### src/rtl/wb_intercon_defs.svh
`ifndef WB_INTERCON_DEFS_SVH
`define WB_INTERCON_DEFS_SVH

// ~~~~~~~~~~~~~~~~~~~~~~~~~~~~~~
// bus widths
// ~~~~~~~~~~~~~~~~~~~~~~~~~~~~~~
`define WB_AW 32
`define WB_DW 32
`define WB_SELW 4

// ram depth in words, 4 KiB total
`define RAM_ADDR_BITS 10

// ~~~~~~~~~~~~~~~~~~~~~~~~~~~~~~
// address map
// ~~~~~~~~~~~~~~~~~~~~~~~~~~~~~~
`define RAM_BASE 32'h0000_0000
`define RAM_MASK 32'hFFFF_F000
`define REG_BASE 32'h1000_0000
`define REG_MASK 32'hFFFF_FFF0

// returned by the id register
`define REG_ID_VALUE 32'h5742_0001

`endif

### src/rtl/wb_intercon_pkg.sv
`include "wb_intercon_defs.svh"

package wb_intercon_pkg;

   typedef logic [`WB_AW-1:0]   wb_addr_t;
   typedef logic [`WB_DW-1:0]   wb_data_t;
   typedef logic [`WB_SELW-1:0] wb_sel_t;

   // master to slave
   typedef struct packed {
      wb_addr_t   adr;
      wb_data_t   dat;
      wb_sel_t    sel;
      logic       we;
      logic       cyc;
      logic       stb;
      logic [2:0] cti;
      logic [1:0] bte;
   } wb_req_t;

   // slave to master
   typedef struct packed {
      wb_data_t dat;
      logic     ack;
      logic     err;
      logic     rty;
   } wb_rsp_t;

   typedef enum logic [1:0] {RESP_NONE, RESP_ACK, RESP_ERR, RESP_RTY} wb_resp_kind_e;

   typedef enum logic {REG_IDLE, REG_RESP} reg_state_e;

   // replace the selected byte lanes of a word
   function automatic wb_data_t byte_merge(input wb_data_t old_dat,
                                           input wb_data_t new_dat,
                                           input wb_sel_t  sel);
      wb_data_t res;
      res = old_dat;
      for (int b = 0; b < `WB_SELW; b++) begin
         if (sel[b]) res[8*b +: 8] = new_dat[8*b +: 8];
      end
      return res;
   endfunction

endpackage

### src/rtl/wb_reg_slave.sv
`timescale 1ns/1ps
`include "wb_intercon_defs.svh"

module wb_reg_slave (
   input  logic                       wb_clk_i,
   input  logic                       rst_i,
   input  wb_intercon_pkg::wb_req_t   req_i,
   output wb_intercon_pkg::wb_rsp_t   rsp_o,
   input  logic                       event_i,
   output wb_intercon_pkg::wb_data_t  scratch0_o
);

   wb_intercon_pkg::reg_state_e state_q;
   wb_intercon_pkg::wb_data_t   scratch0_q;
   wb_intercon_pkg::wb_data_t   scratch1_q;
   wb_intercon_pkg::wb_data_t   count_q;
   wb_intercon_pkg::wb_data_t   rd_data;
   wb_intercon_pkg::wb_data_t   rsp_dat_q;
   logic                        ack_q;
   logic                        err_q;
   logic                        event_q;
   logic                        access;
   logic                        illegal;
   logic                        wr_ok;
   logic [1:0]                  offset;

   assign offset  = req_i.adr[3:2];
   assign access  = req_i.cyc & req_i.stb & (state_q == wb_intercon_pkg::REG_IDLE);

   // id register is read only
   assign illegal = req_i.we & (offset == 2'd2);
   assign wr_ok   = access & req_i.we & ~illegal;

   // ~~~~~~~~~~~~~~~~~~~~~~~~~~~~~~
   // response fsm
   // ~~~~~~~~~~~~~~~~~~~~~~~~~~~~~~

   always_ff @(posedge wb_clk_i) begin
      if (rst_i) begin
         state_q <= wb_intercon_pkg::REG_IDLE;
         ack_q   <= 1'b0;
         err_q   <= 1'b0;
      end else begin
         ack_q <= 1'b0;
         err_q <= 1'b0;
         case (state_q)
            wb_intercon_pkg::REG_IDLE: begin
               if (access) begin
                  state_q <= wb_intercon_pkg::REG_RESP;
                  ack_q   <= ~illegal;
                  err_q   <= illegal;
               end
            end
            default: state_q <= wb_intercon_pkg::REG_IDLE;
         endcase
      end
   end

   // ~~~~~~~~~~~~~~~~~~~~~~~~~~~~~~
   // registers
   // ~~~~~~~~~~~~~~~~~~~~~~~~~~~~~~

   always_ff @(posedge wb_clk_i) begin
      if (rst_i) begin
         scratch0_q <= '0;
         scratch1_q <= '0;
         count_q    <= '0;
         event_q    <= 1'b0;
      end else begin
         event_q <= event_i;
         if (wr_ok && offset == 2'd0)
            scratch0_q <= wb_intercon_pkg::byte_merge(scratch0_q, req_i.dat, req_i.sel);
         if (wr_ok && offset == 2'd1)
            scratch1_q <= wb_intercon_pkg::byte_merge(scratch1_q, req_i.dat, req_i.sel);
         // clear takes priority over a same cycle event
         if (wr_ok && offset == 2'd3) begin
            count_q <= '0;
         end else if (event_i & ~event_q) begin
            count_q <= count_q + 1;
         end
      end
   end

   always_comb begin
      case (offset)
         2'd0:    rd_data = scratch0_q;
         2'd1:    rd_data = scratch1_q;
         2'd2:    rd_data = `REG_ID_VALUE;
         default: rd_data = count_q;
      endcase
   end

   always_ff @(posedge wb_clk_i) begin
      if (access) rsp_dat_q <= rd_data;
   end

   assign rsp_o.dat  = rsp_dat_q;
   assign rsp_o.ack  = ack_q;
   assign rsp_o.err  = err_q;
   assign rsp_o.rty  = 1'b0;
   assign scratch0_o = scratch0_q;

endmodule

### config.mk
export PLATFORM = sky130hd
export DESIGN_NAME = wb_reg_slave
export DESIGN_NICKNAME = d
export VERILOG_FILES = /design/src/rtl/wb_intercon_pkg.sv /design/src/rtl/wb_reg_slave.sv
export VERILOG_INCLUDE_DIRS = /design/src /design/src/rtl
export SDC_FILE = /design/constraint.sdc
export NUM_CORES = 1
export LEC_CHECK = 0
export BUFFER_PORTS_ARGS = -buffer_cell sky130_fd_sc_hd__buf_2
export CORE_ASPECT_RATIO = 0.6
export CORE_UTILIZATION = 55
export CTS_BUF_LIST = sky130_fd_sc_hd__clkbuf_2 sky130_fd_sc_hd__clkbuf_4 sky130_fd_sc_hd__clkbuf_8
export CTS_CLUSTER_SIZE = 20
export DETAILED_ROUTE_END_ITERATION = 7
export GPL_TIMING_DRIVEN = 1
export PLACE_DENSITY = 0.82
export SYNTH_ARGS = -nofsm -noshare
export SYNTH_HDL_FRONTEND = slang
export SYNTH_SLANG_ARGS = --single-unit
export TNS_END_PERCENT = 50
### constraint.sdc
create_clock -name wb_clk_i -period 2.8 [get_ports wb_clk_i]
set_input_delay 0.14 -clock wb_clk_i [delete_from_list [all_inputs] [get_ports wb_clk_i]]
set_output_delay 0.14 -clock wb_clk_i [all_outputs]
set_load 0.01 [all_outputs]
==> results.cfg <==
[timing]
tightest_slew_ps = 807.8
finClkSkew_ps = 9.547
drv_slew = 0
final-setup-viol-count = 0
final.min_clock_period_ps = 2188
slew_headroom_pct = 46.15
totalNegativeSetupSlack_ps = 0
worst_slack_ps = 611.6
finalHoldViolations = 0
fmax_mhz = 457.0
hold_slack_ps = 59.24
min_period_over_period_pct = 78.16
rsz0062_at_grt = no

[power_and_ir_drop]
p_sw_share_pct = 22.13
peakVddDrop_v = 0.0003236
internal_power_mw = 2.922
clock_power_share_pct = 40.5
pwr-share-comb_pct = 6.4
pwr_density_cell_mw_per_mm2 = 532.7
switching_power_mw = 0.8306
leakagePower_nw = 2.973
pwr-share-seq_pct = 53.1

[drt]
routed_wl_um = 14210
antenna_left = 0
drc_errors = 0
wl_per_cell_um = 17.10
drt-pass1-iter-count = 5
initialDrtViolationCount = 328
vias = 4752
via_per_inst = 5.718

[final_layout]
drive_above_1_share_pct = 24.43
antenna_cells = 0
fillCellCount = 742
fin_util_pct = 70.55
multi_input_area_mm2 = 0.002559
postLayoutCellArea_mm2 = 0.007044
syn_to_final_growth_pct = 23.14
nets = 763
regArea_mm2 = 0.002963

[setup_path]
r2r_cells = 5
arrival_ps = 2550
critical_path_class = register to register
crit_family = simple AND/OR/NAND/NOR gates
endpoint_kind = register
r2r-end = count_q[24]
cp_max_fo = 13
crit_required_ps = 3160
cpPeakStageDelay_ps = 580
start_kind = register
reg2reg_slack_ps = 610
slowest_stage = or4_4
worstPathCellList = ha_1 -> nand3b_1 -> or4_4 -> or4_1 -> a21oi_1
crit_buf_inv = 0
r2r_start = count_q[0]

[clock_tree]
root_buffer = clkbuf_8
cts_tree = done
cts_max_level = 4
numClockSinks = 132
clk_pin_slew_ps = 70
numCtsBuffers = 17
insertion_delay_ps = 430
cts_buffer_depth = 2
post_cts_resized = 0

[hold_path]
whs_endpoint = ack_q
hold_start = req_i[5]
min_path_type = input port to register
whs_path_depth = 3

[place]
io_buffers = 109
pre_cts_ws_ps = 671.6
postPlaceCellArea_mm2 = 0.006326
place_congestion = 0.8860
post-dp-hpwl_um = 9618

[die]
start_util_pct = 57.29
die_h_um = 81.00
core_mm2 = 0.009985
io-pin-count = 146
rows = 28
die_x_um = 133.7
fp.dieArea_mm2 = 0.01083

[yosys]
ys_seq_area_share_pct = 51.79
syn_area_mm2 = 0.005720
synth_top_cell_area_share_pct = 35.00
synth_edf_count = 32
syn_nets = 633
synthTopCellsByCount = dfxtp_1, mux2i_1, nor2_1
synth_top_flop_cell = dfxtp_1
syn-instance-count = 553
ys_ff_latch = 132
yosys.area.top_type = dfxtp_1
synth_most_common_cell = dfxtp_1
synth.distinct_cells = 47
synth.area.top_cells = dfxtp_1, edfxtp_1, mux2i_1
avgSynthCellArea_um2 = 10.34
synth-async-reset-ratio_pct = 0
ys_warn_count = 0

[grt]
grt_pass1_wl_um = 22520
grt-ovfl-total = 0
grt_pass1_vias = 4609
antenna_found_initial = 0
grt.total_usage_pct = 27.56
grt_max_degree = 41

[job]
drv_cap = 0

[run_status]
status = finished, final reports clean
[sequential cells by signal (all words and copies together), names as in the netlist]
signal      count
rsp_dat_q      32
state_q         1
ack_q           1
scratch0_o     32
err_q           1
count_q        32
event_q         1
scratch1_q     32
[metrics by stage]
| stage | total power [mW] | cells |
|---|---|---|
| after global routing | 3.895 | 831 |
| after global placement | 2.228 | 765 |
| after detailed placement | 2.235 | 765 |
| after floorplan | 2.150 | 553 |
| final | 3.753 | 831 |
| after CTS | 3.773 | 831 |
[how the worst max path moves through the flow]
stage	from	endpoint	slack (ps)	cells past startpoint
2_1_floorplan	count_q[0]	count_q[28]	840	6
3_3_place_gp	count_q[0]	count_q[24]	720	5
3_5_place_dp	count_q[0]	count_q[24]	670	5
4_1_cts	count_q[0]	count_q[24]	650	5
5_1_grt	count_q[0]	count_q[24]	530	5
6_report	count_q[0]	count_q[24]	610	5
[layout make-up]
class / count / share of cell area (%)
Tap cell: 135 / 2.398
Timing Repair Buffer: 152 / 13.53
Clock buffer: 27 / 4.654
Sequential cell: 132 / 42.06
Multi-Input combinational cell: 374 / 36.32
Inverter: 6 / 0.3197
Clock inverter: 5 / 0.7105
[repair_timing]
item / in CTS / in global routing
hold endpoints to repair: 65 / 0
hold buffers: 34 / 0
setup endpoints to repair: 0 / 0
setup buffers: 0 / 0
[layer usage]
layer  track usage [%]  vias to the layer above  wire (um)
li1                  -                     2245          -
met1             33.94                     2274       6262
met2             47.03                      202       6697
met3             6.679                       31        932
met4             11.59                        0        320
met5                 0                        -          0
[logic make-up (layout without fill, tap and decap cells)]
| logic type | after synthesis | count (layout) | synth area share [%] |
|---|---|---|---|
| AOI/OAI and AO/OA | 66 | 66 | 7.065 |
| buffers and inverters | 47 | 190 | 3.915 |
| DFF | 132 | 132 | 51.79 |
| xor gates and xnor gates | 12 | 12 | 1.837 |
| other | 1 | 1 | 0.06555 |
| adders and majority gates | 1 | 1 | 0.2187 |
| muxes | 100 | 100 | 17.67 |
| and+or+nand+nor | 194 | 194 | 17.43 |
[power groups by stage]
stage	logic [mW]	registers [mW]	clock network (mW)
after floorplan	0.109	2.04	0
after global placement	0.196	2.03	0
after detailed placement	0.202	2.03	0
after CTS	0.239	1.99	1.54
after global routing	0.261	1.99	1.64
final	0.242	1.99	1.52
[layout by cell type, fill, tap and decap left out, drive strengths merged, types with 8 or more instances in the layout]
master,count
a21oi,15
nand2,38
o31ai,10
dfxtp,100
o21ai,25
buf,118
mux2,8
or4,12
nand4,9
o22a,8
clkbuf,27
nand3,11
edfxtp,32
nor2,78
mux2i,92
dlygate4sd3,34
xnor2,8
[tightest hold or removal path, delay by kind of cell]
| kind | cells | cell delay (ps) |
|---|---|---|
| and+or+nand+nor | 1 | 120 |
| buffers and inverters | 1 | 110 |
| AOI/OAI and AO/OA | 1 | 60 |
(Power assumes the default switching activity.)
